`src/source/soc_bus_pkg.sv`:
```
`default_nettype none

package soc_bus_pkg;

  localparam int unsigned AddrWidth = 32;
  localparam int unsigned DataWidth = 64;
  localparam int unsigned StrbWidth = DataWidth / 8;

  typedef enum logic [1:0] {
    OKAY   = 2'b00,
    SLVERR = 2'b10,
    DECERR = 2'b11
  } resp_e;

  // Request, and access to a target with addr as region offset
  typedef struct packed {
    logic [AddrWidth-1:0] addr;
    logic                 we;
    logic [StrbWidth-1:0] be;
    logic [DataWidth-1:0] wdata;
  } bus_req_t;

  typedef struct packed {
    logic [DataWidth-1:0] rdata;
    resp_e                resp;
  } bus_rsp_t;

  // Replace the bytes of old_data that are selected by be
  function automatic logic [DataWidth-1:0] be_merge(
    input logic [DataWidth-1:0] old_data,
    input logic [DataWidth-1:0] new_data,
    input logic [StrbWidth-1:0] be
  );
    logic [DataWidth-1:0] res;
    res = old_data;
    for (int b = 0; b < StrbWidth; b++) begin
      if (be[b]) begin
        res[b*8 +: 8] = new_data[b*8 +: 8];
      end
    end
    return res;
  endfunction

endpackage

`default_nettype wire

```
`src/source/rsp_mux.sv`:
```
`timescale 1ns/1ps
`default_nettype none

module rsp_mux (
  input  logic                              clk_i,
  input  logic                              rst_ni,
  input  logic                              rom_valid_i,
  input  logic                              ram_valid_i,
  input  logic                              clint_valid_i,
  input  logic [soc_bus_pkg::DataWidth-1:0] rom_rdata_i,
  input  logic [soc_bus_pkg::DataWidth-1:0] ram_rdata_i,
  input  logic [soc_bus_pkg::DataWidth-1:0] clint_rdata_i,
  input  logic                              err_valid_i,
  input  soc_bus_pkg::resp_e                err_resp_i,
  output logic                              rsp_valid_o,
  output soc_bus_pkg::bus_rsp_t             rsp_o
);

  logic               err_valid_q;
  soc_bus_pkg::resp_e err_resp_q;

  // Errors skip the target stage, so hold them one cycle
  always_ff @(posedge clk_i or negedge rst_ni) begin
    if (!rst_ni) begin
      err_valid_q <= 1'b0;
    end else begin
      err_valid_q <= err_valid_i;
    end
  end

  always_ff @(posedge clk_i) begin
    if (err_valid_i) begin
      err_resp_q <= err_resp_i;
    end
  end

  assign rsp_valid_o = rom_valid_i | ram_valid_i | clint_valid_i | err_valid_q;

  always_comb begin
    rsp_o.rdata = '0;
    rsp_o.resp  = soc_bus_pkg::OKAY;
    if (err_valid_q) begin
      rsp_o.resp = err_resp_q;
    end else if (rom_valid_i) begin
      rsp_o.rdata = rom_rdata_i;
    end else if (ram_valid_i) begin
      rsp_o.rdata = ram_rdata_i;
    end else if (clint_valid_i) begin
      rsp_o.rdata = clint_rdata_i;
    end
  end

endmodule

`default_nettype wire

```
`config.mk`:
```
export PLATFORM = sky130hd
export DESIGN_NAME = rsp_mux
export DESIGN_NICKNAME = d
export VERILOG_FILES = /design/src/source/soc_bus_pkg.sv /design/src/source/rsp_mux.sv
export SDC_FILE = /design/constraint.sdc
export NUM_CORES = 1
export LEC_CHECK = 0
export ABC_AREA = 1
export ABC_CLOCK_PERIOD_IN_PS = 1200
export BUFFER_PORTS_ARGS = -buffer_cell sky130_fd_sc_hd__buf_2
export CAP_MARGIN = 5
export CORE_AREA = 2 2 103 105
export CTS_BUF_LIST = sky130_fd_sc_hd__clkbuf_8
export DETAILED_ROUTE_END_ITERATION = 8
export DIE_AREA = 0 0 105 107
export HOLD_SLACK_MARGIN = 0.1
export PLACE_DENSITY = 0.6
export SETUP_SLACK_MARGIN = 0.3
export SYNTH_ARGS = -nofsm -noshare
export SYNTH_HDL_FRONTEND = slang
export SYNTH_SLANG_ARGS = --single-unit
export TNS_END_PERCENT = 5
```
`constraint.sdc`:
```
create_clock -name clk_i -period 1.2 [get_ports clk_i]
set_input_delay 0.24 -clock clk_i [delete_from_list [all_inputs] [get_ports clk_i]]
set_output_delay 0.24 -clock clk_i [all_outputs]
set_load 0.005 [all_outputs]
```
==> impl_results.md <==
* Status: finished, violations left
* Failing checks: setup timing
* Port Buffers at 266
* DP Wirelength at 7.32 mm
* Gpl congestion at 0.813
* Worst Setup Slack post-DPL at -0.176 ns
* CTS buffer count at 3
* Worst slew pin tran at 0.246 ns
* Vias at 3804
* Vias in the first global route at 3453
* Routed wire per std cell at 11.0 um
* Synth cell types at 12
* Post-Route WL at 9.76 mm
* Hold Crit Class: input port to register
* Critical Path Slowest Stage Cell: dfrtp_1
* Slew Viols, Final at 0
* Core ar. at 0.0101 mm2
* Synthesized flop and latch total at 3
* CP peak stage delay at 0.40 ns
* Ports at 267
* Setup ws final at -0.283 ns
* Layout cells sized above 1 at 40.2%
* Final core occ at 37.4%
* Clock buffer depth at 2
* Worst path cell trace: clkinv_4 -> clkbuf_16 -> o21ai_1 -> nor2_1 -> buf_2
* Max Cap Viol at 0
* CTS H-tree lvls at 1
* Diodes inserted at 0
* Gr usage total at 15.1%
* Top delay family on crit path: buffers and inverters
* Cells after synthesis at 501
* Min Hold Slack at 0.172 ns
* Initial antenna violation count at 0
* Final setup fails at 65
* Commonest non-fill, non-tap cell in the layout: buf_2
* Post-CTS Setup Bufs at 0
* Worst slew margin at 83.6%
* Final worst path period need at 1.48 ns
* RSZ-0062 raised after global routing: true
* Drt pass-1 iters at 4
* Post-synthesis sequential area ratio at 4.03%
* Worst Setup End Kind: primary output
* Critical Path RT at 0.96 ns
* Static leakage at 2.30 nW
* Syn Area/Cell at 4.22 um2
* Worst path bufs/invs at 3
* Fill cell count at 1184
* Hold Path Depth at 1
* Rows at 37
* Vias/cell at 4.29
* Commonest non-fill, non-tap cells in the layout: 265 x buf_2, 194 x nand2_1, 193 x nor2_1
* Setup_tns at -15.01 ns
* Area Overhead vs Synth at 78.6%
* CTS tree: yes
* Sink Count at 3
* CP startpoint kind: register
* GRT Residual Overflow at 0
* Fin. Hold Viols at 0
* Root Buffer: clkbuf_8
* Drt first-iter violations at 206
* Final ANT Viol Nets at 0
* Tcrit/Tclk final at 124%
* Hold Crit Start: err_valid_i
* Residual DRC at 0
* Max Fclk at 0.674 GHz
* Mapped Area at 0.00211 mm2
* Worst Path Max Fanout at 16
* Die Ht at 107 um
* Crit Path Category: register to primary output
* Origin of the worst setup path: err_valid_q
* Maximum VDD drop at 0.629 mV
* Chip Width at 105 um
* Final-stage net count at 952
* Syn_nets at 701
* Largest net degree at the start of global routing at 58
* Pwr Density at 433 mW/mm2
* Crit path DAT at 1.24 ns
* First-pass GRT wire length at 14.7 mm
* Clock transition at path regs at 0.03 ns
* Initial Util at 20.9%
* Hold EP: err_valid_q
* Die Area at 0.0112 mm2
* Ys Warns at 0
metrics by stage:
stage / instance area [um2] / total power, W / instances
floorplan: 2150 / 0.000731 / 501
global placement: 3630 / 0.00130 / 880
detailed placement: 3630 / 0.00131 / 880
CTS: 3680 / 0.00161 / 885
global route: 3770 / 0.00181 / 887
finish: 3770 / 0.00163 / 887
cell usage after synthesis:
cell type  instances  area (um2)
o21ai_1            7        35.0
nand2_1          194         728
buf_2             26         130
inv_1              2        7.51
dfrtp_1            1        25.0
o21ai_0           57         285
buf_4             12        90.1
inv_2              2        7.51
nand3_1            1        5.00
edfxtp_1           2        60.1
nor2_1           193         724
clkbuf_1           4        15.0
routing by layer:
metal	GRT usage [%]	vias to the layer above	wire length, um
li1	-	2029	-
met1	17.5	1608	4070
met2	29.4	161	4860
met3	2.07	6	760
met4	2.76	0	68
met5	0	-	0
flip-flops by register name, summed over array words and instances, names as in the netlist:
register / count
err_resp_q: 2
err_valid_q: 1
cell type report:
type                    count  area, um2  area share [%]
inverters                   4       21.3           0.563
repair buffers            288       1640            43.4
clock inverters             1       3.75          0.0994
multi-input cells         452       1820            48.1
clock buffers               3       41.3            1.09
well taps                 136        170            4.51
flip-flops and latches      3       85.1            2.25
logic make-up after synthesis:
logic type      Yosys count  synth area share (%)
simple gates            388                  69.0
compound gates           64                  15.2
buf+inv                  46                  11.8
flops                     3                  4.03
where the power goes:
group	switching, W	leakage [nW]	internal [W]
Combinational	0.000607	2.24	0.000618
Clock	0.0000689	0.0269	0.000218
Sequential	0.00000347	0.0312	0.000119
Total	0.000679	2.30	0.000955
repair_timing:
item | CTS | global route
cloned | 0 | 2
hold buffers | 1 | 0
resized for setup | 5 | 14
setup endpoints to repair | 67 | 67
pin swaps | 2 | 5
hold endpoints to repair | 1 | 0
worst max path at each step:
stage                     depth (start not counted)   endpoint
after floorplan                                   5  rsp_o[56]
after global placement                            7  rsp_o[10]
after detailed placement                          7  rsp_o[10]
after CTS                                         5  rsp_o[32]
after global routing                              5  rsp_o[12]
final                                             5  rsp_o[28]
Note: power is estimated with default switching activity, not from simulation.
