$ cat config.mk
export PLATFORM = sky130hd
export DESIGN_NAME = req_decoder
export DESIGN_NICKNAME = d
export VERILOG_FILES = /design/src/source/soc_map_pkg.sv /design/src/source/soc_bus_pkg.sv /design/src/source/req_decoder.sv
export SDC_FILE = /design/constraint.sdc
export NUM_CORES = 1
export LEC_CHECK = 0
export BUFFER_PORTS_ARGS = -buffer_cell sky130_fd_sc_hd__buf_2
export CORE_MARGIN = 2
export CORE_UTILIZATION = 30
export CTS_CLUSTER_SIZE = 28
export DETAILED_ROUTE_END_ITERATION = 7
export PLACE_DENSITY = 0.64
export SYNTH_ARGS = -nofsm -noshare
export SYNTH_HDL_FRONTEND = slang
export SYNTH_SLANG_ARGS = --single-unit
$ cat constraint.sdc
create_clock -name clk_i -period 0.8 [get_ports clk_i]
set_input_delay 0.16 -clock clk_i [delete_from_list [all_inputs] [get_ports clk_i]]
set_output_delay 0.16 -clock clk_i [all_outputs]
set_load 0.005 [all_outputs]
$ cat src/source/soc_map_pkg.sv
`default_nettype none

package soc_map_pkg;

  typedef enum logic [1:0] {
    ROM   = 2'd0,
    RAM   = 2'd1,
    CLINT = 2'd2,
    NONE  = 2'd3
  } region_e;

  // --------------------------------------
  // Address map
  // --------------------------------------
  localparam logic [31:0] RomBase     = 32'h0001_0000;
  localparam logic [31:0] RomLength   = 32'h0000_1000;
  localparam logic [31:0] RamBase     = 32'h8000_0000;
  localparam logic [31:0] ClintBase   = 32'h0200_0000;
  localparam logic [31:0] ClintLength = 32'h0000_C000;

  // Offsets within the CLINT region
  localparam logic [31:0] MsipOffset     = 32'h0000_0000;
  localparam logic [31:0] MtimecmpOffset = 32'h0000_4000;
  localparam logic [31:0] MtimeOffset    = 32'h0000_BFF8;

  // --------------------------------------
  // Boot ROM image
  // --------------------------------------
  localparam int RomWords = 8;

  localparam logic [0:RomWords-1][63:0] BootRomImage = '{
    64'hf140_2573_0000_0297,
    64'h0202_8593_0182_b283,
    64'h0000_0013_0002_80e7,
    64'h3040_1073_1050_0073,
    64'hffdf_f06f_0000_0013,
    64'h8000_0000_0000_0000,
    64'h0000_1020_dead_beef,
    64'h0123_4567_89ab_cdef
  };

endpackage

`default_nettype wire

$ cat src/source/soc_bus_pkg.sv
`default_nettype none

package soc_bus_pkg;

  localparam int unsigned AddrWidth = 32;
  localparam int unsigned DataWidth = 64;
  localparam int unsigned StrbWidth = DataWidth / 8;

  typedef enum logic [1:0] {
    OKAY   = 2'b00,
    SLVERR = 2'b10,
    DECERR = 2'b11
  } resp_e;

  // Request, and access to a target with addr as region offset
  typedef struct packed {
    logic [AddrWidth-1:0] addr;
    logic                 we;
    logic [StrbWidth-1:0] be;
    logic [DataWidth-1:0] wdata;
  } bus_req_t;

  typedef struct packed {
    logic [DataWidth-1:0] rdata;
    resp_e                resp;
  } bus_rsp_t;

  // Replace the bytes of old_data that are selected by be
  function automatic logic [DataWidth-1:0] be_merge(
    input logic [DataWidth-1:0] old_data,
    input logic [DataWidth-1:0] new_data,
    input logic [StrbWidth-1:0] be
  );
    logic [DataWidth-1:0] res;
    res = old_data;
    for (int b = 0; b < StrbWidth; b++) begin
      if (be[b]) begin
        res[b*8 +: 8] = new_data[b*8 +: 8];
      end
    end
    return res;
  endfunction

endpackage

`default_nettype wire

$ cat src/source/req_decoder.sv
`timescale 1ns/1ps
`default_nettype none

module req_decoder #(
  parameter int unsigned NumWords = 1024
) (
  input  logic                  clk_i,
  input  logic                  rst_ni,
  input  logic                  req_valid_i,
  input  soc_bus_pkg::bus_req_t req_i,
  output logic                  rom_valid_o,
  output logic                  ram_valid_o,
  output logic                  clint_valid_o,
  output soc_bus_pkg::bus_req_t acc_o,
  output logic                  err_valid_o,
  output soc_bus_pkg::resp_e    err_resp_o
);

  localparam logic [31:0] RamLength = 32'(NumWords * soc_bus_pkg::StrbWidth);

  soc_map_pkg::region_e                region;
  logic [soc_bus_pkg::AddrWidth-1:0]   base;
  soc_bus_pkg::bus_req_t               acc_d;

  // Start and end address per region
  always_comb begin
    region = soc_map_pkg::NONE;
    base   = '0;
    if (req_i.addr >= soc_map_pkg::RomBase &&
        req_i.addr <= soc_map_pkg::RomBase + soc_map_pkg::RomLength - 1) begin
      region = soc_map_pkg::ROM;
      base   = soc_map_pkg::RomBase;
    end else if (req_i.addr >= soc_map_pkg::RamBase &&
                 req_i.addr <= soc_map_pkg::RamBase + RamLength - 1) begin
      region = soc_map_pkg::RAM;
      base   = soc_map_pkg::RamBase;
    end else if (req_i.addr >= soc_map_pkg::ClintBase &&
                 req_i.addr <= soc_map_pkg::ClintBase + soc_map_pkg::ClintLength - 1) begin
      region = soc_map_pkg::CLINT;
      base   = soc_map_pkg::ClintBase;
    end
  end

  always_comb begin
    acc_d      = req_i;
    acc_d.addr = req_i.addr - base;
  end

  always_ff @(posedge clk_i or negedge rst_ni) begin
    if (!rst_ni) begin
      rom_valid_o   <= 1'b0;
      ram_valid_o   <= 1'b0;
      clint_valid_o <= 1'b0;
      err_valid_o   <= 1'b0;
    end else begin
      rom_valid_o   <= req_valid_i && region == soc_map_pkg::ROM && !req_i.we;
      ram_valid_o   <= req_valid_i && region == soc_map_pkg::RAM;
      clint_valid_o <= req_valid_i && region == soc_map_pkg::CLINT;
      // ROM is read only
      err_valid_o   <= req_valid_i && (region == soc_map_pkg::NONE ||
                                       (region == soc_map_pkg::ROM && req_i.we));
    end
  end

  always_ff @(posedge clk_i) begin
    if (req_valid_i) begin
      acc_o      <= acc_d;
      err_resp_o <= (region == soc_map_pkg::NONE) ? soc_bus_pkg::DECERR : soc_bus_pkg::SLVERR;
    end
  end

endmodule

`default_nettype wire

==> impl_results.md <==
* Switching Power at approximately 2800 uW
* Seq pwr share at 55.0%
* CP startpoint kind: input port
* Synth Cell Area at about 0.0038 mm2
* GRT Residual Overflow at 0
* Outcome: finished, violations left
* Tcrit/Tclk final at 296.9%
* HPWL after DPL at slightly below 7000 um
* CP endpoint: acc_o[99]
* Pleak at ~0.0029 uW
* DR WL/cell at 15.02 um
* Vias in the first global route at ~3.3k
* Final setup violation count at about 130
* Cell repeated most along the worst path: ha_4
* Via count at roughly 3.0k
* Placement Setup Slack at -1.971 ns
* ANT nets after route at 0
* CTS tree: yes
* Failing checks: negative setup slack
* Synth Register Bits at 110
* Clock net sink count at 110
* Commonest non-fill, non-tap cell in the layout: buf_2
* Syn nets at 289
* Inserted Diodes at 0
* Rows at 40
* Crit path time final at 2.375 ns
* Storage element area at approximately 0.0033 mm2
* Worst Hold Class: in -> reg
* Max incr delay on CP at ~0.52 ns
* Footprint of the multi-input gates at ~630 um2
* Routability cong. at around 0.78
* Worst Slack Setup Final at -1.575 ns
* Crit path DAT at ~2.5 ns
* Family with the most delay on the worst path: simple AND/OR/NAND/NOR gates
* Fmax achieved at 421.1 MHz
* Drt first-iter violations at between 100 and 150
* PwrDens at between 1500 and 2000 mW/mm2
* Via density at about 4.2
* Worst setup path start: req_i[96]
* Antenna violations before repair at 0
* Core ar. at roughly 0.012 mm2
* Commonest cells after routing, fill and taps aside: 215 x buf_2, 106 x edfxtp_1, 86 x dlygate4sd3_1
* Total CTS buffers at 9
* Wirelength, routed at 10660 um
* I/O pins at roughly 220
* Ys Warns at 0
* Slowest-stage cell, CP: or4_4
* Syn_area_per_cell at approximately 21 um2
* Synth unique cells at 31
* Crit path kind: in -> reg
* Gate power share at 12.1%
* Worst path bufs/invs at 1
* Fillers at between 900 and 1k
* RSZ-0062 raised after global routing: yes
* CTS HTree Levels at 3
* Clock power share at 32.9%
* Die Area at 0.01344 mm2
* Share of the synthesized area in the top cell type at 84.66%
* Final Hold Viols at 0
* Largest area contributor in the synthesized netlist: edfxtp_1
* Die extent in x at around 120 um
* DRT Pass-1 Iters at 4
* CP required at 0.90 ns
* Final core utilization at approximately 56%
* Slew Viols, Final at 0
* Layout cell share with drive strength beyond 1 at a little under three fifths
* Initial Util at 31.04%
* CP Depth at 10
* CTS Root Cell: clkbuf_16
* HP Start: req_i[88]
* Worst-path clk slew at roughly 0.07 ns
* Net count, final at between 600 and 700
* Chip height at around 120 um
* Clock Path Buffers at 2
* Internal power consumption at just under 10000 uW
* Sw Share at 21.94%
* Pin count of the biggest net entering global routing at 50
* DRC violations left at 0
* Max-cap violation count at 0
* PortBufs at 217
* Global Route Usage Sum at 15.72%
* Crit-path cells: buf_6, or4_4, or2_4, nor3_4, ha_4, ha_4, or3b_4, o31ai_4, nand2b_1, xnor2_1
* Setup crit end kind: flop
* Max IR drop VDD at just over 0.001 V
* Critical Path Fanout Max at 3
* Cells after Synth at between 150 and 200
* Post-synthesis sequential area ratio at 87.32%
* Synth top area cells: edfxtp_1 85%, dfrtp_1 2.7%, xor2_1 1.6%
* First-pass GRT wire length at roughly 16000 um
* P&R area growth vs syn at 80.33%
## worst min path at each step
stage | end | slack (ns) | cells past startpoint
2_1_floorplan | clint_valid_o | -0.14 | 0
3_3_place_gp | clint_valid_o | -0.03 | 1
3_5_place_dp | ram_valid_o | -0.03 | 1
4_1_cts | acc_o[88] | 0.002 | 1
5_1_grt | acc_o[88] | 0.008 | 1
6_report | acc_o[88] | 0.03 | 1
## registers in the layout, indices dropped and copies added, names as in the netlist
name and flops:
acc_o 105, ram_valid_o 1, clint_valid_o 1, err_resp_o 1, err_valid_o 1, rom_valid_o 1
## cells in the mapped netlist (all sizes together)
library cell / number
edfxtp: 106
inv: 7
nand2: 7
nor3: 7
xor2: 7
nor2: 5
xnor2: 5
dfrtp: 4
ha: 3
nor4: 3
and3: 2
nand2b: 2
nand3: 2
nor3b: 2
or3: 2
a2111oi: 1
a211oi: 1
and3b: 1
and4: 1
buf: 1
conb: 1
nand3b: 1
o21ai: 1
o31a: 1
o31ai: 1
o41ai: 1
or2: 1
or3b: 1
or4: 1
## per-stage QoR
stage               hold slack, ns  area (um2)  total power [uW]  std cells  setup TNS [ns]
floorplan                  -0.1356        3821              7207        178          -26.60
global route              0.007768        6780             13150        710          -51.59
finish                     0.02641        6780             12570        710          -46.04
global placement          -0.03443        5385              8151        595          -39.33
CTS                       0.001671        6814             12750        715          -48.79
detailed placement        -0.02943        5385              8190        595          -41.49
## area by class of cell
class                   instances  area share, %
clock buffers                   9          3.322
clock inverters                 7         0.7381
inverters                       7         0.3875
multi-input cells              60          9.227
flip-flops and latches        110          48.42
well taps                     168          3.100
repair buffers                349          34.80
## layer usage
layer / part of all wire (%) / vias to the layer above / GRT usage (%) / wire length, um
met5: 0 / - / 0 / 0
met4: 1.6 / 0 / 5.952 / 168
met3: 8.0 / 13 / 5.335 / 848
met2: 55 / 128 / 30.41 / 5850
met1: 36 / 1438 / 15.30 / 3796
li1: - / 1403 / - / -
## cell families (layout without fill, tap and decap cells)
logic type      count (synthesis)  in the layout  synth area share, %
compound gates                  6              6                1.897
buf+inv                         8            372               0.8987
other cells                     1              1              0.09974
simple gates                   38             38                5.990
xor+xnor                       12             12                2.795
fa+ha+maj                       3              3               0.9984
flops                         110            110                87.32
## power groups by stage
| stage | Combinational (uW) | Sequential [uW] | Clock, uW |
|---|---|---|---|
| after floorplan | 97.3 | 7110 | 0 |
| after global placement | 1130 | 7020 | 0 |
| after detailed placement | 1150 | 7040 | 0 |
| after CTS | 1520 | 6910 | 4320 |
| after global routing | 1660 | 6950 | 4540 |
| final | 1530 | 6910 | 4130 |
## timing repair
| item | 4_1_cts | 5_1_grt |
|---|---|---|
| setup endpoints to repair | 131 | 131 |
| setup buffers | 35 | 7 |
| hold buffers | 86 | 0 |
| pin swaps | 8 | 15 |
| endpoints found under the hold margin | 89 | 0 |
| resized for setup | 34 | 7 |
Power figures use the tool's default switching activity.
