===== config.mk =====
export PLATFORM = sky130hd
export DESIGN_NAME = clint_timer
export DESIGN_NICKNAME = d
export VERILOG_FILES = /design/src/source/soc_map_pkg.sv /design/src/source/soc_bus_pkg.sv /design/src/source/clint_timer.sv
export SDC_FILE = /design/constraint.sdc
export NUM_CORES = 1
export LEC_CHECK = 0
export BUFFER_PORTS_ARGS = -buffer_cell sky130_fd_sc_hd__buf_2
export CORE_UTILIZATION = 52
export DETAILED_ROUTE_END_ITERATION = 8
export PLACE_DENSITY = 0.8
export SYNTH_ARGS = -nofsm -noshare
export SYNTH_HDL_FRONTEND = slang
export SYNTH_SLANG_ARGS = --single-unit

===== constraint.sdc =====
create_clock -name clk_i -period 2.6 [get_ports clk_i]
set_input_delay 0.39 -clock clk_i [delete_from_list [all_inputs] [get_ports clk_i]]
set_output_delay 0.39 -clock clk_i [all_outputs]
set_load 0.01 [all_outputs]

===== src/source/soc_map_pkg.sv =====
`default_nettype none

package soc_map_pkg;

  typedef enum logic [1:0] {
    ROM   = 2'd0,
    RAM   = 2'd1,
    CLINT = 2'd2,
    NONE  = 2'd3
  } region_e;

  // --------------------------------------
  // Address map
  // --------------------------------------
  localparam logic [31:0] RomBase     = 32'h0001_0000;
  localparam logic [31:0] RomLength   = 32'h0000_1000;
  localparam logic [31:0] RamBase     = 32'h8000_0000;
  localparam logic [31:0] ClintBase   = 32'h0200_0000;
  localparam logic [31:0] ClintLength = 32'h0000_C000;

  // Offsets within the CLINT region
  localparam logic [31:0] MsipOffset     = 32'h0000_0000;
  localparam logic [31:0] MtimecmpOffset = 32'h0000_4000;
  localparam logic [31:0] MtimeOffset    = 32'h0000_BFF8;

  // --------------------------------------
  // Boot ROM image
  // --------------------------------------
  localparam int RomWords = 8;

  localparam logic [0:RomWords-1][63:0] BootRomImage = '{
    64'hf140_2573_0000_0297,
    64'h0202_8593_0182_b283,
    64'h0000_0013_0002_80e7,
    64'h3040_1073_1050_0073,
    64'hffdf_f06f_0000_0013,
    64'h8000_0000_0000_0000,
    64'h0000_1020_dead_beef,
    64'h0123_4567_89ab_cdef
  };

endpackage

`default_nettype wire


===== src/source/soc_bus_pkg.sv =====
`default_nettype none

package soc_bus_pkg;

  localparam int unsigned AddrWidth = 32;
  localparam int unsigned DataWidth = 64;
  localparam int unsigned StrbWidth = DataWidth / 8;

  typedef enum logic [1:0] {
    OKAY   = 2'b00,
    SLVERR = 2'b10,
    DECERR = 2'b11
  } resp_e;

  // Request, and access to a target with addr as region offset
  typedef struct packed {
    logic [AddrWidth-1:0] addr;
    logic                 we;
    logic [StrbWidth-1:0] be;
    logic [DataWidth-1:0] wdata;
  } bus_req_t;

  typedef struct packed {
    logic [DataWidth-1:0] rdata;
    resp_e                resp;
  } bus_rsp_t;

  // Replace the bytes of old_data that are selected by be
  function automatic logic [DataWidth-1:0] be_merge(
    input logic [DataWidth-1:0] old_data,
    input logic [DataWidth-1:0] new_data,
    input logic [StrbWidth-1:0] be
  );
    logic [DataWidth-1:0] res;
    res = old_data;
    for (int b = 0; b < StrbWidth; b++) begin
      if (be[b]) begin
        res[b*8 +: 8] = new_data[b*8 +: 8];
      end
    end
    return res;
  endfunction

endpackage

`default_nettype wire


===== src/source/clint_timer.sv =====
`timescale 1ns/1ps
`default_nettype none

module clint_timer (
  input  logic                              clk_i,
  input  logic                              rst_ni,
  input  logic                              rtc_i,
  input  logic                              valid_i,
  input  soc_bus_pkg::bus_req_t             acc_i,
  output logic                              rd_valid_o,
  output logic [soc_bus_pkg::DataWidth-1:0] rdata_o,
  output logic                              timer_irq_o,
  output logic                              ipi_o
);

  localparam int unsigned ByteBits = $clog2(soc_bus_pkg::StrbWidth);

  logic [2:0]                          rtc_sync_q;
  logic                                rtc_tick;
  logic [63:0]                         mtime_q;
  logic [63:0]                         mtimecmp_q;
  logic                                msip_q;
  logic [soc_bus_pkg::AddrWidth-1:0]   word_addr;
  logic                                sel_msip;
  logic                                sel_cmp;
  logic                                sel_time;
  logic                                wr;
  logic [soc_bus_pkg::DataWidth-1:0]   rdata_d;

  // Two flops into the clk_i domain and a third for edge detection
  assign rtc_tick = rtc_sync_q[1] & ~rtc_sync_q[2];

  assign word_addr = {acc_i.addr[soc_bus_pkg::AddrWidth-1:ByteBits], ByteBits'(0)};
  assign sel_msip  = word_addr == soc_map_pkg::MsipOffset;
  assign sel_cmp   = word_addr == soc_map_pkg::MtimecmpOffset;
  assign sel_time  = word_addr == soc_map_pkg::MtimeOffset;
  assign wr        = valid_i & acc_i.we;

  always_ff @(posedge clk_i or negedge rst_ni) begin
    if (!rst_ni) begin
      rtc_sync_q <= '0;
      mtime_q    <= '0;
      mtimecmp_q <= '1;
      msip_q     <= 1'b0;
      rd_valid_o <= 1'b0;
    end else begin
      rtc_sync_q <= {rtc_sync_q[1:0], rtc_i};
      // Software write beats the tick
      if (wr && sel_time) begin
        mtime_q <= soc_bus_pkg::be_merge(mtime_q, acc_i.wdata, acc_i.be);
      end else if (rtc_tick) begin
        mtime_q <= mtime_q + 64'd1;
      end
      if (wr && sel_cmp) begin
        mtimecmp_q <= soc_bus_pkg::be_merge(mtimecmp_q, acc_i.wdata, acc_i.be);
      end
      if (wr && sel_msip && acc_i.be[0]) begin
        msip_q <= acc_i.wdata[0];
      end
      rd_valid_o <= valid_i;
    end
  end

  always_comb begin
    rdata_d = '0;
    if (sel_msip) begin
      rdata_d = {63'd0, msip_q};
    end else if (sel_cmp) begin
      rdata_d = mtimecmp_q;
    end else if (sel_time) begin
      rdata_d = mtime_q;
    end
  end

  always_ff @(posedge clk_i) begin
    if (valid_i) begin
      rdata_o <= acc_i.we ? '0 : rdata_d;
    end
  end

  assign timer_irq_o = mtime_q >= mtimecmp_q;
  assign ipi_o       = msip_q;

endmodule

`default_nettype wire


==> flow_summary.yaml, run 1 <==
grt:
  grt_overflow: 0
  grt_max_degree: 73
  grt_usage_pct: 30.92
  grt_pass1_wl_mm: 53.27
  grt_pass1_vias: 10481
  antenna_found_initial: 1
timing:
  fmax_ghz: 0.3316
  max_slew_margin_pct: 15.42
  layout_min_cycle_time_ps: 3016
  hold_violations: 0
  finClkSkew_ps: 10.53
  fin_crit_sh_pct: 116.0
  layout_setup_ws_ps: -416.1
  setup_viol: 3
  worst_pin_slew_ps: 1269
  fin_hold_ws_ps: 36.66
  finalMaxSlewViolations: 0
  rsz0062_at_grt: "true"
cells_and_area:
  utilization_pct: 68.51
  final-seq-area_mm2: 0.005330
  nets: 1600
  n_antenna_cell: 0
  multi_input_area_mm2: 0.005888
  stdcell_count: 1714
  areaGrowthSynthToFinish_pct: 28.13
  layout-drive-gt1-share_pct: 37.80
  num-fill-cells: 1537
clock_network:
  numCtsBuffers: 17
  clockBufferDepth: 2
  htreeDepth: 4
  insertion_delay_ps: 450
  cts_tree: "built"
  clk_pin_slew_ps: 80
  clock-root-buffer: "clkbuf_16"
  clock-sinks: 197
place:
  dpl.hpwl_mm: 24.37
  pre_cts_slack_ps: -217.4
  gp_congestion: 0.9101
  placed_cells: 1669
  io_buffers: 172
yosys:
  synth.distinct_cells: 66
  ys_top_cells_by_count: "nor2_1, a21oi_1, inv_1"
  synth.most_common_cell: "nor2_1"
  synth-xor-area-share_pct: 0.1549
  synth_area_mm2: 0.01131
  yosys_warnings: 0
  ys_top_cells_by_area: "edfxtp_1, dfrtp_1, dfstp_2"
  syn_nets: 1318
  async_flop_share_pct: 67.51
  avgSynthCellArea_um2: 9.887
  yosys.area_share.simple_pct: 18.40
  syn_inst: 1144
  synth_seq_cells: 197
  synthMuxAreaShare_pct: 6.825
  synth_edf_count: 64
  ys_seq_area_share_pct: 47.12
  synth_top_family_by_area: "simple AND/OR/NAND/NOR gates"
  netlist.area_leader.share_pct: 16.99
  synth_top_flop_cell: "dfrtp_1"
  yosys.area_share.adder_pct: 7.190
  synth_largest_area_cell: "edfxtp_1"
  synth_compound_area_share_pct: 15.88
setup_path:
  start_kind: "register"
  path_max_fanout: 4
  crit_arrival_ps: 2630
  rrSetupSlack_ps: -50
  worstRegToRegCells: 9
  worstReg2RegStart: "mtime_q[0]"
  end_kind: "primary output"
  rr_endpoint: "mtime_q[52]"
  worstSetupPathType: "register to primary output"
  required_ps: 2210
power_and_ir_drop:
  pwr_density_cell_mw_per_mm2: 490.9
  p_leak_uw: 0.006039
  irDropWorstVdd_mv: 0.4843
  power_uw: 7115
detailed_routing:
  routed_wl_mm: 34.19
  ant_nets: 0
  dr.pass1.iters: 6
  drcViolationCount: 0
  vias: 10690
  wl_per_cell_um: 19.95
  drtIter0Drc: 1274
  avgViaCountPerCell: 6.237
min_path:
  hold_path_depth: 1
  hp-class: "input port to register"
  hold_start: "rtc_i"
  min_to: "rtc_sync_q[0]"
flow_run:
  maxCapViolations: 0
outcome:
  violations: "negative setup slack"
  status: "finished with violations"
die:
  initial_core_util_pct: 53.47
  core_mm2: 0.02115
  num_io_pins: 176
  fp.dieW_um: 149.5
  die_h_um: 149.5
  dieArea_mm2: 0.02235
  num_rows: 53
## cell type report
class	instances	area share (%)
multi-input cells	820	40.63
flip-flops and latches	197	36.78
repair buffers	317	14.07
clock buffers	20	3.298
well taps	275	2.374
inverters	73	1.891
clock inverters	12	0.9583
## cell families after synthesis
kind of cell	count (synthesis)
xor+xnor	2
fa+ha+maj	65
simple gates	410
mux	69
flops	197
compound gates	274
buf+inv	127
## placed cells by master (no fill, tap or decap), drive strengths merged, types with 7 or more instances in the layout
master,n
a211oi,16
o22ai,10
inv,78
nand2,70
nand4,39
nor2,120
and4,8
o21ai,34
or4,8
o211ai,9
a22oi,64
mux2,65
nor3,23
buf,316
edfxtp,64
a31oi,9
nand3,58
dfstp,64
clkbuf,20
dfrtp,69
ha,65
nor4,20
and3,21
a21o,11
and2,16
a21oi,79
nand2b,8
o31ai,7
## critical path, stage by stage (launching register included)
cell	delay (ps)
dfstp_2	550
inv_1	50
ha_1	290
nand4_1	240
a211oi_2	50
or4_4	560
a221oi_2	200
o21ai_2	100
buf_2	150
## layer usage
layer | global-route usage (%) | wire length [µm] | vias to the layer above
met3 | 5.793 | 2875 | 104
li1 | - | - | 4842
met5 | 0 | 12 | -
met4 | 12.81 | 1202 | 2
met1 | 39.20 | 13550 | 5186
met2 | 51.76 | 16550 | 556
## metrics by stage
stage          area [µm²]  setup TNS (ps)
2_1_floorplan       11310          -8.562
4_1_cts             14220          -429.4
6_report            14490          -464.7
3_5_place_dp        13350          -406.0
5_1_grt             14490          -929.0
3_3_place_gp        13350          -188.5
## state kept, by name, summed over array words and instances, names as in the netlist
register and flops:
rd_valid_o 1, rtc_sync_q 3, ipi_o 1, rdata_o 64
mtime_q 64, mtimecmp_q 64
## worst max path at each step
| stage | depth (start not counted) | start | endpoint |
|---|---|---|---|
| 5_1_grt | 10 | mtimecmp_q[61] | timer_irq_o |
| 4_1_cts | 8 | mtimecmp_q[9] | timer_irq_o |
| 2_1_floorplan | 7 | mtime_q[1] | mtime_q[52] |
| 6_report | 8 | mtimecmp_q[60] | timer_irq_o |
| 3_3_place_gp | 9 | mtimecmp_q[22] | timer_irq_o |
| 3_5_place_dp | 9 | mtimecmp_q[22] | timer_irq_o |
## report_power, final
group | leakage (µW) | internal, µW | total [µW] | switching, µW
Combinational | 0.00362 | 381 | 911 | 530
Clock | 0.000305 | 1540 | 2810 | 1270
Sequential | 0.00211 | 3300 | 3400 | 98.9
Total | 0.00604 | 5220 | 7120 | 1890
## repair_timing
item	CTS	global route
hold buffers	1	0
resized for setup	28	39
setup buffers	8	5
endpoints found under the setup margin	8	18
hold endpoints to repair	24	0
pin swaps	17	17
No activity file was read; power rests on OpenSTA's default activity.
==> inputs of run 2 (changes only) <==
- BUFFER_PORTS_ARGS: -buffer_cell sky130_fd_sc_hd__buf_2 -> -buffer_cell sky130_fd_sc_hd__clkbuf_2
==> run 2 against run 1 <==
  * Critical endpoint unchanged
  * Cell count fell by 0.12%
  * Largest cell class unchanged
  * Highest routed layer is now met4
  * Wire length is 0.11% higher
  * First-iteration DRC count down 12%
  * Non-clock buffer count fell by 2
  * Maximum frequency grew 0.56%
  * Count of clock-buffer cells in the layout unchanged
  * Die area is the same
  * The flow still finishes with violations (negative setup slack)
  * Critical path type unchanged
==> flow_summary.yaml, run 2 (synthesis gave the netlist of run 1 again) <==
cells_and_area:
  final_cell_mix: "clkbuf_2, buf_4, nor2_1"
  areaGrowthSynthToFinish_pct: 28.71
  top_regs: "mtime_q (64), mtimecmp_q (64), rdata_o (64)"
  final_common_cell: "clkbuf_2"
  layout-drive-gt1-share_pct: 38.90
  num-fill-cells: 1537
  n_antenna_cell: 0
  nets: 1598
setup_path:
  crit_family: "simple AND/OR/NAND/NOR gates"
  crit_arrival_ps: 2610
  path_max_fanout: 3
  critPathBufInv: 2
  worstSetupPathType: "register to primary output"
  start_kind: "register"
  cp_slowest_cell: "or4_4"
  cpPeakStageDelay_ps: 580
  required_ps: 2210
  path_cells: "inv_1 -> ha_4 -> nand4_1 -> or4_4 -> a31oi_4 -> a211oi_4 -> o21ai_2 -> buf_2"
  end_kind: "primary output"
clock_network:
  insertion_delay_ps: 450
  clockBufferDepth: 2
  numCtsBuffers: 17
  clk_pin_slew_ps: 70
  cts_tree: "built"
  htreeDepth: 4
  clock-sinks: 197
  clock-root-buffer: "clkbuf_16"
die:
  dieArea_mm2: 0.02235
  die_h_um: 149.5
  core_mm2: 0.02115
  fp.dieW_um: 149.5
  initial_core_util_pct: 53.47
  num_rows: 53
  num_io_pins: 176
detailed_routing:
  drcViolationCount: 0
  routed_wl_mm: 34.23
  vias: 10762
  avgViaCountPerCell: 6.286
  ant_nets: 0
  dr.pass1.iters: 6
  drtIter0Drc: 1117
  wl_per_cell_um: 19.99
outcome:
  status: "finished with violations"
  violations: "negative setup slack"
power_and_ir_drop:
  pwr_density_cell_mw_per_mm2: 471.7
  p_leak_uw: 0.006032
  irDropWorstVdd_mv: 0.4395
place:
  dpl.hpwl_mm: 24.16
  io_buffers: 172
  gp_congestion: 0.9167
timing:
  layout_setup_ws_ps: -399.3
  finalMaxSlewViolations: 0
  max_slew_margin_pct: 17.29
  layout_min_cycle_time_ps: 2999
  hold_violations: 0
  setup_viol: 1
  fin_setup_tns_ps: -399.3
  fin_hold_ws_ps: 44.72
  fmax_ghz: 0.3334
  fin_crit_sh_pct: 115.4
  rsz0062_at_grt: "true"
  worst_pin_slew_ps: 1241
  finClkSkew_ps: 9.134
flow_run:
  maxCapViolations: 0
grt:
  grt_max_degree: 89
  grt_pass1_wl_mm: 52.89
  grt_overflow: 0
  antenna_found_initial: 0
  grt_usage_pct: 30.59
  grt_pass1_vias: 10596
min_path:
  hp-class: "input port to register"
[run 2: cell types whose count changed in the layout (fill, tap and decap cells not counted), sizes merged]
cell      change
clkinv        +1
inv           -4
clkinvlp      +3
clkbuf      +169
buf         -171
[run 2: cell type report]
cell class,count,area (µm²),share of cell area [%]
multi-input combinational,820,6005,41.25
sequential,197,5330,36.61
timing repair buffer,315,2037,13.99
clock inverter,12,131.4,0.9025
clock buffer,20,436.7,3.000
tap,275,344.1,2.364
inverter,73,274.0,1.882
[run 2: layer usage]
layer	track usage [%]	share of wire, %	up-vias
met5	0	0	-
met4	17.30	4.8	0
met3	5.396	8.8	135
met2	50.09	48	608
met1	38.13	38	5185
li1	-	-	4834
[run 2: path summary, 6_finish.rpt]
path                                   to            from  slack (ps)  depth (start not counted)
max in group asynchronous  mtimecmp_q[54]          rst_ni        1390                          3
min reg2reg                 rtc_sync_q[2]   rtc_sync_q[1]         400                          0
max                           timer_irq_o  mtimecmp_q[11]        -400                          8
min                         rtc_sync_q[0]           rtc_i          40                          1
max reg2reg                   mtime_q[52]     mtime_q[19]          20                          8
min in group asynchronous   rtc_sync_q[0]          rst_ni         380                          2
[run 2: metrics by stage]
| step | utilization (%) | power [µW] | setup WS (ps) | std cells | cell area, µm² |
|---|---|---|---|---|---|
| finish | 68.82 | 6867 | -399.3 | 1712 | 14560 |
| global route | 68.82 | 7068 | -435.8 | 1712 | 14560 |
| CTS | 67.14 | 6852 | -353.1 | 1704 | 14200 |
| detailed placement | 62.90 | 4215 | -173.5 | 1661 | 13310 |
| global placement | 62.90 | 4189 | -127.4 | 1661 | 13310 |
| floorplan | - | 3756 | -8.562 | 1144 | 11310 |
[run 2: worst register-to-register path, delay by kind of cell (launching register included)]
kind	cells	cell delay, ps
AOI/OAI and AO/OA	1	130
xor gates and xnor gates	1	150
buffers and inverters	2	210
DFF	1	420
and+or+nand+nor	4	1590
[run 2: repair_timing]
item,CTS,global route
pin swaps,16,26
hold buffers,1,0
setup endpoints to repair,6,16
gates cloned,0,0
buffers inserted,11,8
hold endpoints to repair,6,0
gates resized for setup,40,48
[run 2: power breakdown]
part | internal (µW) | leakage [µW] | switching, µW
clock network | 1420 | 0.000266 | 1220
logic | 352 | 0.00365 | 481
registers | 3300 | 0.00211 | 97.2
total | 5070 | 0.00603 | 1800
