<file path="src/source/soc_map_pkg.sv">
`default_nettype none

package soc_map_pkg;

  typedef enum logic [1:0] {
    ROM   = 2'd0,
    RAM   = 2'd1,
    CLINT = 2'd2,
    NONE  = 2'd3
  } region_e;

  // --------------------------------------
  // Address map
  // --------------------------------------
  localparam logic [31:0] RomBase     = 32'h0001_0000;
  localparam logic [31:0] RomLength   = 32'h0000_1000;
  localparam logic [31:0] RamBase     = 32'h8000_0000;
  localparam logic [31:0] ClintBase   = 32'h0200_0000;
  localparam logic [31:0] ClintLength = 32'h0000_C000;

  // Offsets within the CLINT region
  localparam logic [31:0] MsipOffset     = 32'h0000_0000;
  localparam logic [31:0] MtimecmpOffset = 32'h0000_4000;
  localparam logic [31:0] MtimeOffset    = 32'h0000_BFF8;

  // --------------------------------------
  // Boot ROM image
  // --------------------------------------
  localparam int RomWords = 8;

  localparam logic [0:RomWords-1][63:0] BootRomImage = '{
    64'hf140_2573_0000_0297,
    64'h0202_8593_0182_b283,
    64'h0000_0013_0002_80e7,
    64'h3040_1073_1050_0073,
    64'hffdf_f06f_0000_0013,
    64'h8000_0000_0000_0000,
    64'h0000_1020_dead_beef,
    64'h0123_4567_89ab_cdef
  };

endpackage

`default_nettype wire

</file>
<file path="src/source/soc_bus_pkg.sv">
`default_nettype none

package soc_bus_pkg;

  localparam int unsigned AddrWidth = 32;
  localparam int unsigned DataWidth = 64;
  localparam int unsigned StrbWidth = DataWidth / 8;

  typedef enum logic [1:0] {
    OKAY   = 2'b00,
    SLVERR = 2'b10,
    DECERR = 2'b11
  } resp_e;

  // Request, and access to a target with addr as region offset
  typedef struct packed {
    logic [AddrWidth-1:0] addr;
    logic                 we;
    logic [StrbWidth-1:0] be;
    logic [DataWidth-1:0] wdata;
  } bus_req_t;

  typedef struct packed {
    logic [DataWidth-1:0] rdata;
    resp_e                resp;
  } bus_rsp_t;

  // Replace the bytes of old_data that are selected by be
  function automatic logic [DataWidth-1:0] be_merge(
    input logic [DataWidth-1:0] old_data,
    input logic [DataWidth-1:0] new_data,
    input logic [StrbWidth-1:0] be
  );
    logic [DataWidth-1:0] res;
    res = old_data;
    for (int b = 0; b < StrbWidth; b++) begin
      if (be[b]) begin
        res[b*8 +: 8] = new_data[b*8 +: 8];
      end
    end
    return res;
  endfunction

endpackage

`default_nettype wire

</file>
<file path="src/source/boot_rom.sv">
`timescale 1ns/1ps
`default_nettype none

module boot_rom (
  input  logic                              clk_i,
  input  logic                              rst_ni,
  input  logic                              valid_i,
  input  soc_bus_pkg::bus_req_t             acc_i,
  output logic                              rd_valid_o,
  output logic [soc_bus_pkg::DataWidth-1:0] rdata_o
);

  localparam int unsigned ByteBits = $clog2(soc_bus_pkg::StrbWidth);
  localparam int unsigned IdxWidth = soc_bus_pkg::AddrWidth - ByteBits;
  localparam int unsigned SelWidth = $clog2(soc_map_pkg::RomWords);

  logic [IdxWidth-1:0] idx;

  // Word index from the byte offset
  assign idx = acc_i.addr[soc_bus_pkg::AddrWidth-1:ByteBits];

  always_ff @(posedge clk_i or negedge rst_ni) begin
    if (!rst_ni) begin
      rd_valid_o <= 1'b0;
    end else begin
      rd_valid_o <= valid_i;
    end
  end

  always_ff @(posedge clk_i) begin
    if (valid_i) begin
      if (idx < IdxWidth'(soc_map_pkg::RomWords)) begin
        rdata_o <= soc_map_pkg::BootRomImage[idx[SelWidth-1:0]];
      end else begin
        // Past the image
        rdata_o <= '0;
      end
    end
  end

endmodule

`default_nettype wire

</file>
<file path="config.mk">
export PLATFORM = sky130hd
export DESIGN_NAME = boot_rom
export DESIGN_NICKNAME = d
export VERILOG_FILES = /design/src/source/soc_map_pkg.sv /design/src/source/soc_bus_pkg.sv /design/src/source/boot_rom.sv
export SDC_FILE = /design/constraint.sdc
export NUM_CORES = 1
export LEC_CHECK = 0
export BUFFER_PORTS_ARGS = -buffer_cell sky130_fd_sc_hd__buf_2
export CORE_MARGIN = 3
export CORE_UTILIZATION = 40
export CTS_BUF_LIST = sky130_fd_sc_hd__clkbuf_8
export DETAILED_ROUTE_END_ITERATION = 8
export GPL_ROUTABILITY_DRIVEN = 0
export PLACE_DENSITY = 0.95
export SLEW_MARGIN = 20
export SYNTH_ARGS = -nofsm -noshare
export SYNTH_HDL_FRONTEND = slang
export SYNTH_SLANG_ARGS = --single-unit
</file>
<file path="constraint.sdc">
create_clock -name clk_i -period 2 [get_ports clk_i]
set_clock_uncertainty 0.1 [all_clocks]
set_input_delay 0.2 -clock clk_i [delete_from_list [all_inputs] [get_ports clk_i]]
set_output_delay 0.2 -clock clk_i [all_outputs]
set_load 0.03 [all_outputs]
</file>
==> reports/qor.txt, run 1 <==
full die area: 5240 µm²
Worst Hold Class: in -> async
number of diodes: 0
Syn-to-layout area delta: 21.8%
total routed wirelength: 3740 µm
critical path class: in -> reg
Clock Tree Buf Depth: 2
post-synth top area share: 0.511
detailed placer's ending HPWL: 2790 µm
crit path capture type: register
flops & latches, synth: 31
post-DR vias/cell: 5.19
number of global-route vias before repair: 1,151
count of buffers from port buffering: 93
Starting Density: 0.429
cell row count: 23
final setup fails: 0
initial antenna violation count: 0
Avg WL per Cell: 14.5 µm
TritonRoute pass-1 iters: 4
I/O pins: 173
chip width: 72.4 µm
Syn Inst Count: 146
Worst setup SP type: primary input
LEAKAGE: 0.864 nW
Max FO, Critical Path: 6
Cell Area, Synth: 1760 µm²
total core area: 4120 µm²
post-route minimum period: 1.42 ns
nets: 321
post-layout util: 0.522
largest cells by area after synthesis: edfxtp_1 (51%), buf_4 (14%), nor4_1 (7.8%)
CTS tree: built
Hold Fails Final Rpt: 0
max_cap viols: 0
Data required, critical path: 1.98 ns
fin. max-slew vios: 0
Final Power: 1.70 mW
vias: 1,338
Synth area leader: edfxtp_1
register area share after synthesis: 0.525
# DRC: 0
Die H: 72.4 µm
Data arrival, critical path: 1.40 ns
first-pass GRT wire length: 5660 µm
worst slew pin tran: 0.678 ns
Root Driver: clkbuf_8
YS warnings: 0
clock-pin slew on the worst setup and hold paths: 0.06 ns
Inserted Clock Buffers: 5
period utilization: 0.712
Power Density: 791 nW/µm²
Post-Route Setup TNS: 0 ns
achievable frequency: 702 MHz
largest net degree at the start of global routing: 32
Sink Count: 31
slowest CP cell: a2111oi_2
remaining global-route overflow: 0
H-tree levels: 2
gr usage total: 0.144
initial drt markers: 170
status: finished, final reports clean
cells along the critical path: buf_2 -> inv_1 -> ha_1 -> nand2b_1 -> a2111oi_2
RSZ-0062 raised after global routing: no
share of cells above drive strength 1: 0.563
VDD IR max: 0.281 mV
Max-Slew Margin vs Limit: 0.548
synth unique cells: 18
max incr delay on CP: 0.39 ns
ANT nets after route: 0
Avg Synthesized Cell Area: 12.1 µm²
[per-layer routing]
metal / up-vias / wire length, µm / track usage
met3: 8 / 495 / 0.0402
met2: 96 / 1800 / 0.235
met1: 594 / 1350 / 0.169
met5: - / 0 / 0
li1: 640 / - / -
met4: 0 / 98 / 0.0861
[worst max-delay path, delay by kind of cell]
family          cells  cell delay, ns
buf+inv             2            0.25
fa+ha+maj           1            0.36
compound gates      1            0.39
simple gates        1            0.20
[area by class of cell]
cell class                 instances  area, µm²
tap                               50       62.6
fill                             340       1970
sequential                        31        926
clock inverter                     2       35.0
clock buffer                       6       82.6
inverter                           4       15.0
multi-input combinational         68        529
timing repair buffer              97        498
[kinds of logic after synthesis]
group                    share of synthesized area
AND/OR/NAND/NOR                              0.155
flip-flops                                   0.525
buffers and inverters                        0.179
other                                      0.00213
AO/OA/AOI/OAI                               0.0965
adder cells (fa/ha/maj)                     0.0426
[repair_timing]
item	CTS	global route
buffers inserted	0	0
hold buffers	1	0
endpoints found under the hold margin	1	0
resized for setup	0	0
[final timing paths]
| check | startpoint | endpoint | slack (ns) |
|---|---|---|---|
| min in group clk_i | valid_i | rd_valid_o | 0.30 |
| min | rst_ni | rd_valid_o | 0.11 |
| max | acc_i[76] | rdata_o[49] | 0.58 |
| max in group asynchronous | rst_ni | rd_valid_o | 1.60 |
[synthesized netlist by cell type (all sizes together)]
cell type,n
clkbuf,7
edfxtp,30
o21ai,5
nor2,2
dfrtp,1
nand2b,2
nor4b,4
nor4,22
nand2,11
a2111oi,9
conb,1
ha,6
or4,1
nand4,1
inv,4
a21oi,2
buf,38
[flip-flops by register name (all words and copies together), names as in the netlist]
name	cells
rd_valid_o	1
rdata_o	30
[layout by cell type, fill, tap and decap left out, types with 3 or more instances in the layout]
master and instances:
buf_2 93, edfxtp_1 30, nor4_1 22, nand2_1 11
a2111oi_2 9, ha_1 6, clkbuf_8 6, o21ai_0 5
inv_1 4, nor4b_2 4, conb_1 3, buf_4 3
[per-stage QoR]
| step | cell area, µm² | setup WS [ns] | hold WS [ns] | instances |
|---|---|---|---|---|
| final | 2150 | 0.576 | 0.114 | 258 |
| after global routing | 2150 | 0.398 | 0.107 | 258 |
| after CTS | 2150 | 0.554 | 0.110 | 258 |
| after detailed placement | 2020 | 0.258 | -0.124 | 249 |
| after global placement | 2020 | 0.257 | -0.124 | 249 |
| after floorplan | 1770 | 0.569 | -0.196 | 148 |
[where the power goes]
group | internal (mW) | leakage (nW) | switching, mW
Sequential | 0.743 | 0.296 | 0.0132
Combinational | 0.0819 | 0.506 | 0.228
Clock | 0.403 | 0.0612 | 0.230
Total | 1.23 | 0.864 | 0.471
No activity file was read; power rests on OpenSTA's default activity.
==> run 2: changes to the inputs <==
Settings changed: CORE_UTILIZATION 40 to 37, PLACE_DENSITY 0.95 to 0.91.
Clock period 2 ns to 1.4 ns, I/O delays scaled along.
==> run 2 against run 1 <==
Net effect:
- hold slack got worse by 0.059 ns
- via count increased by 2.5%
- critical path depth increased by 1
- global-route usage decreased by 1.1 points
- clock power increased by 43%
- core utilization increased by 0.34 points
- worst setup slack got worse by 0.52 ns
- sequential share of layout area decreased by 3.7 points
- non-clock buffer count increased by 11
- clock-buffer cell count unchanged
- critical endpoint is now rdata_o[57]
- largest cell class unchanged
==> reports/qor.txt, run 2 (synthesis results as in run 1) <==
number of global-route vias before repair: 1,173
total core area: 4470 µm²
total routed wirelength: 3870 µm
Hold Fails Final Rpt: 0
max_cap viols: 0
LEAKAGE: 0.950 nW
Sink Count: 31
Top Layer Used: met4
ANT nets after route: 0
count of buffers from port buffering: 93
Data required, critical path: 1.38 ns
CTS tree: built
status: finished, final reports clean
Post-Route Setup TNS: 0 ns
final setup fails: 0
chip width: 75.1 µm
Largest regs: rdata_o: 30 flops, rd_valid_o: 1 flops
cell row count: 24
commonest non-fill, non-tap cell in the layout: buf_2
Avg WL per Cell: 14.3 µm
full die area: 5630 µm²
post-route minimum period: 1.34 ns
TritonRoute pass-1 iters: 4
gr usage total: 0.133
nets: 332
Clock Tree Buf Depth: 2
most frequent cells in the layout: buf_2 (93), edfxtp_1 (30), nor4_1 (20)
clock-pin slew on the worst setup and hold paths: 0.06 ns
H-tree levels: 2
critical path class: in -> reg
initial drt markers: 75
Root Driver: clkbuf_8
Inst Count DP: 260
number of diodes: 0
Inserted Clock Buffers: 5
Worst setup SP type: primary input
final hold slack: 0.0553 ns
share of cells above drive strength 1: 0.594
Syn-to-layout area delta: 33.3%
# DRC: 0
period utilization: 0.959
detailed placer's ending HPWL: 2820 µm
post-DR vias/cell: 5.06
Biggest register: rdata_o
non-filler cells, final: 271
fin. max-slew vios: 0
Max FO, Critical Path: 15
achievable frequency: 745 MHz
first-pass GRT wire length: 5410 µm
vias: 1,372
met3 WL: 407 µm
VDD IR max: 0.335 mV
largest net degree at the start of global routing: 32
I/O pins: 173
remaining global-route overflow: 0
Starting Density: 0.394
Worst Hold Class: in -> async
crit path capture type: register
WL met2: 1810 µm
initial antenna violation count: 0
max reg flops: 30
final setup margin: 0.0578 ns
Die H: 75.1 µm
Data arrival, critical path: 1.32 ns
Power Density: 1040 nW/µm²
M1 wire length: 1580 µm
worst slack at placement: -0.242 ns
-- run 2: worst max path at each step --
stage	from	to	slack [ns]	cells after the start
after global routing	acc_i[102]	rdata_o[56]	-0.04	6
after detailed placement	acc_i[99]	rdata_o[49]	-0.24	5
after global placement	acc_i[104]	rdata_o[49]	-0.18	5
after floorplan	acc_i[90]	rdata_o[13]	0.03	3
after CTS	acc_i[99]	rdata_o[49]	0.05	5
final	acc_i[102]	rdata_o[57]	0.06	6
-- run 2: repair_timing --
item | in CTS | in global routing
endpoints found under the setup margin | 0 | 16
hold endpoints to repair | 1 | 0
setup buffers | 0 | 1
resized for setup | 0 | 5
hold buffers | 1 | 0
-- run 2: final cells by class --
type | count | area, µm²
clock buffer | 6 | 82.6
clock inverter | 2 | 35.0
fill | 380 | 2120
inverter | 4 | 15.0
multi-input combinational | 68 | 579
sequential | 31 | 926
tap | 52 | 65.1
timing repair buffer | 108 | 648
-- run 2: report_power, final --
part | internal, mW | switching [mW] | total, mW
Sequential | 1.06 | 0.0190 | 1.08
Combinational | 0.141 | 0.333 | 0.474
Clock | 0.575 | 0.328 | 0.903
Total | 1.78 | 0.680 | 2.46
-- run 2: worst max-delay path, stage by stage --
cell	delay (ns)
buf_2	0.10
nor4_1	0.28
nand4_1	0.12
buf_4	0.17
buf_12	0.15
a2111oi_2	0.35
-- run 2: layer usage --
metal | vias to the layer above | track usage
met3 | 6 | 0.0614
met2 | 85 | 0.208
li1 | 661 | -
met1 | 620 | 0.155
met5 | - | 0
met4 | 0 | 0.0593
-- run 2: through the flow --
| stage | cell area [µm²] | power, mW | utilization |
|---|---|---|---|
| 2_1_floorplan | 1770 | 1.45 | - |
| 3_3_place_gp | 2140 | 1.56 | 0.478 |
| 3_5_place_dp | 2140 | 1.57 | 0.478 |
| 4_1_cts | 2270 | 2.47 | 0.507 |
| 5_1_grt | 2350 | 2.56 | 0.525 |
| 6_report | 2350 | 2.46 | 0.525 |
==> run 3: changes to the inputs <==
Settings changed: CORE_UTILIZATION 37 to 34, PLACE_DENSITY 0.91 to 0.88.
Clock period 1.4 ns to 1.23 ns, I/O delays scaled along.
==> run 3 against run 2 <==
Net effect:
- global-route usage is 0.26 points lower
- hold slack better by 0.0022 ns
- non-clock buffer count is 5 higher
- die area is 8.1% higher
- the run now ends with setup timing left
- core utilization is 0.88 points lower
- worst setup slack worse by 0.11 ns
- critical path depth is 5 lower
- cell count is 7.4% higher
- final area is 7.2% higher
==> reports/qor.txt, run 3 (synthesis results as in run 1) <==
final setup fails: 8
max_cap viols: 0
Post-Route Setup TNS: -0.201 ns
gr usage total: 0.130
Die H: 78.0 µm
total core area: 4880 µm²
Sink Count: 31
crit path capture type: output pin
detailed placer's ending HPWL: 2830 µm
count of buffers from port buffering: 93
status: finished with violations
most frequent cells in the layout: buf_2 (86), edfxtp_1 (30), buf_4 (16)
Avg WL per Cell: 13.4 µm
Power Density: 1010 nW/µm²
H-tree levels: 2
achievable frequency: 780 MHz
ANT nets after route: 0
RSZ-0062 raised after global routing: yes
vias: 1,359
max incr delay on CP: 0.51 ns
# DRC: 0
Inserted Clock Buffers: 5
number of diodes: 0
Clock Tree Buf Depth: 2
Hold Fails Final Rpt: 0
remaining global-route overflow: 0
Data required, critical path: 1.01 ns
I/O pins: 173
critical path class: reg -> out
post-DR vias/cell: 4.67
chip width: 78.0 µm
TritonRoute pass-1 iters: 4
commonest non-fill, non-tap cell in the layout: buf_2
Worst setup SP type: register
Max FO, Critical Path: 8
Worst Hold Class: in -> async
LEAKAGE: 0.973 nW
post-route minimum period: 1.28 ns
Data arrival, critical path: 1.06 ns
share of cells above drive strength 1: 0.656
initial drt markers: 31
final hold slack: 0.0574 ns
nets: 337
slowest CP cell: edfxtp_1
CTS tree: built
first-pass GRT wire length: 6110 µm
Root Driver: clkbuf_8
Biggest register: rdata_o
cells along the critical path: buf_2
CP delay by family, top: flip-flops
cell row count: 25
number of global-route vias before repair: 1,254
violations in the final reports: setup timing
Largest regs: rdata_o: 30 flops, rd_valid_o: 1 flops
max reg flops: 30
full die area: 6090 µm²
largest net degree at the start of global routing: 32
clock-pin slew on the worst setup and hold paths: 0.06 ns
final setup margin: -0.0527 ns
initial antenna violation count: 0
total routed wirelength: 3900 µm
period utilization: 1.04
Syn-to-layout area delta: 42.9%
VDD IR max: 0.361 mV
Starting Density: 0.362
fin. max-slew vios: 0
CP Buf/Inv Count: 1
[run 3: changes by cell type in the layout (fill, tap and decap cells not counted), moves of 2 or more]
cell / previous run / this run
buf_2: 93 / 86
a2111oi_4: 3 / 5
nor4_1: 20 / 7
buf_6: 0 / 6
a2111oi_2: 6 / 4
inv_1: 4 / 6
buf_4: 9 / 16
nor4_2: 2 / 13
nor4_4: 0 / 2
[run 3: timing repair]
action,in CTS,in global routing
endpoints found under the setup margin,10,36
pin swaps,1,1
hold buffers,1,0
cloned,0,0
gates resized for setup,3,29
hold endpoints to repair,1,0
buffers inserted,0,0
[run 3: layout make-up]
type	count	area [µm²]
multi-input combinational	68	707
fill	445	2360
tap	67	83.8
sequential	31	926
clock inverter	3	12.5
inverter	4	15.0
timing repair buffer	113	708
clock buffer	5	68.8
[run 3: per-stage QoR]
stage / util / total power [mW] / instances / worst slack, ns / instance area (µm²)
after CTS: 0.488 / 2.54 / 291 / -0.0259 / 2380
after detailed placement: 0.464 / 1.81 / 282 / -0.379 / 2260
after floorplan: - / 1.65 / 148 / -0.0713 / 1850
final: 0.517 / 2.54 / 291 / -0.0527 / 2520
after global placement: 0.464 / 1.81 / 282 / -0.311 / 2260
after global routing: 0.517 / 2.65 / 291 / -0.114 / 2520
[run 3: power by group]
part / switching (mW) / total (mW) / internal [mW]
Clock: 0.338 / 0.716 / 0.379
Combinational: 0.400 / 0.591 / 0.191
Sequential: 0.0229 / 1.23 / 1.21
Total: 0.760 / 2.54 / 1.78
[run 3: final timing paths]
check                               to  cells past startpoint        start
min                         rd_valid_o                      2       rst_ni
max in group asynchronous   rd_valid_o                      2       rst_ni
min in group clk_i          rd_valid_o                      2      valid_i
max                        rdata_o[19]                      1  rdata_o[31]
[run 3: layer usage]
metal  vias to the layer above  GRT usage  wire, µm
li1                        662          -         -
met1                       609      0.152      1530
met2                        83      0.211      1840
met3                         5     0.0470       440
met4                         0     0.0629        79
met5                         -          0         0
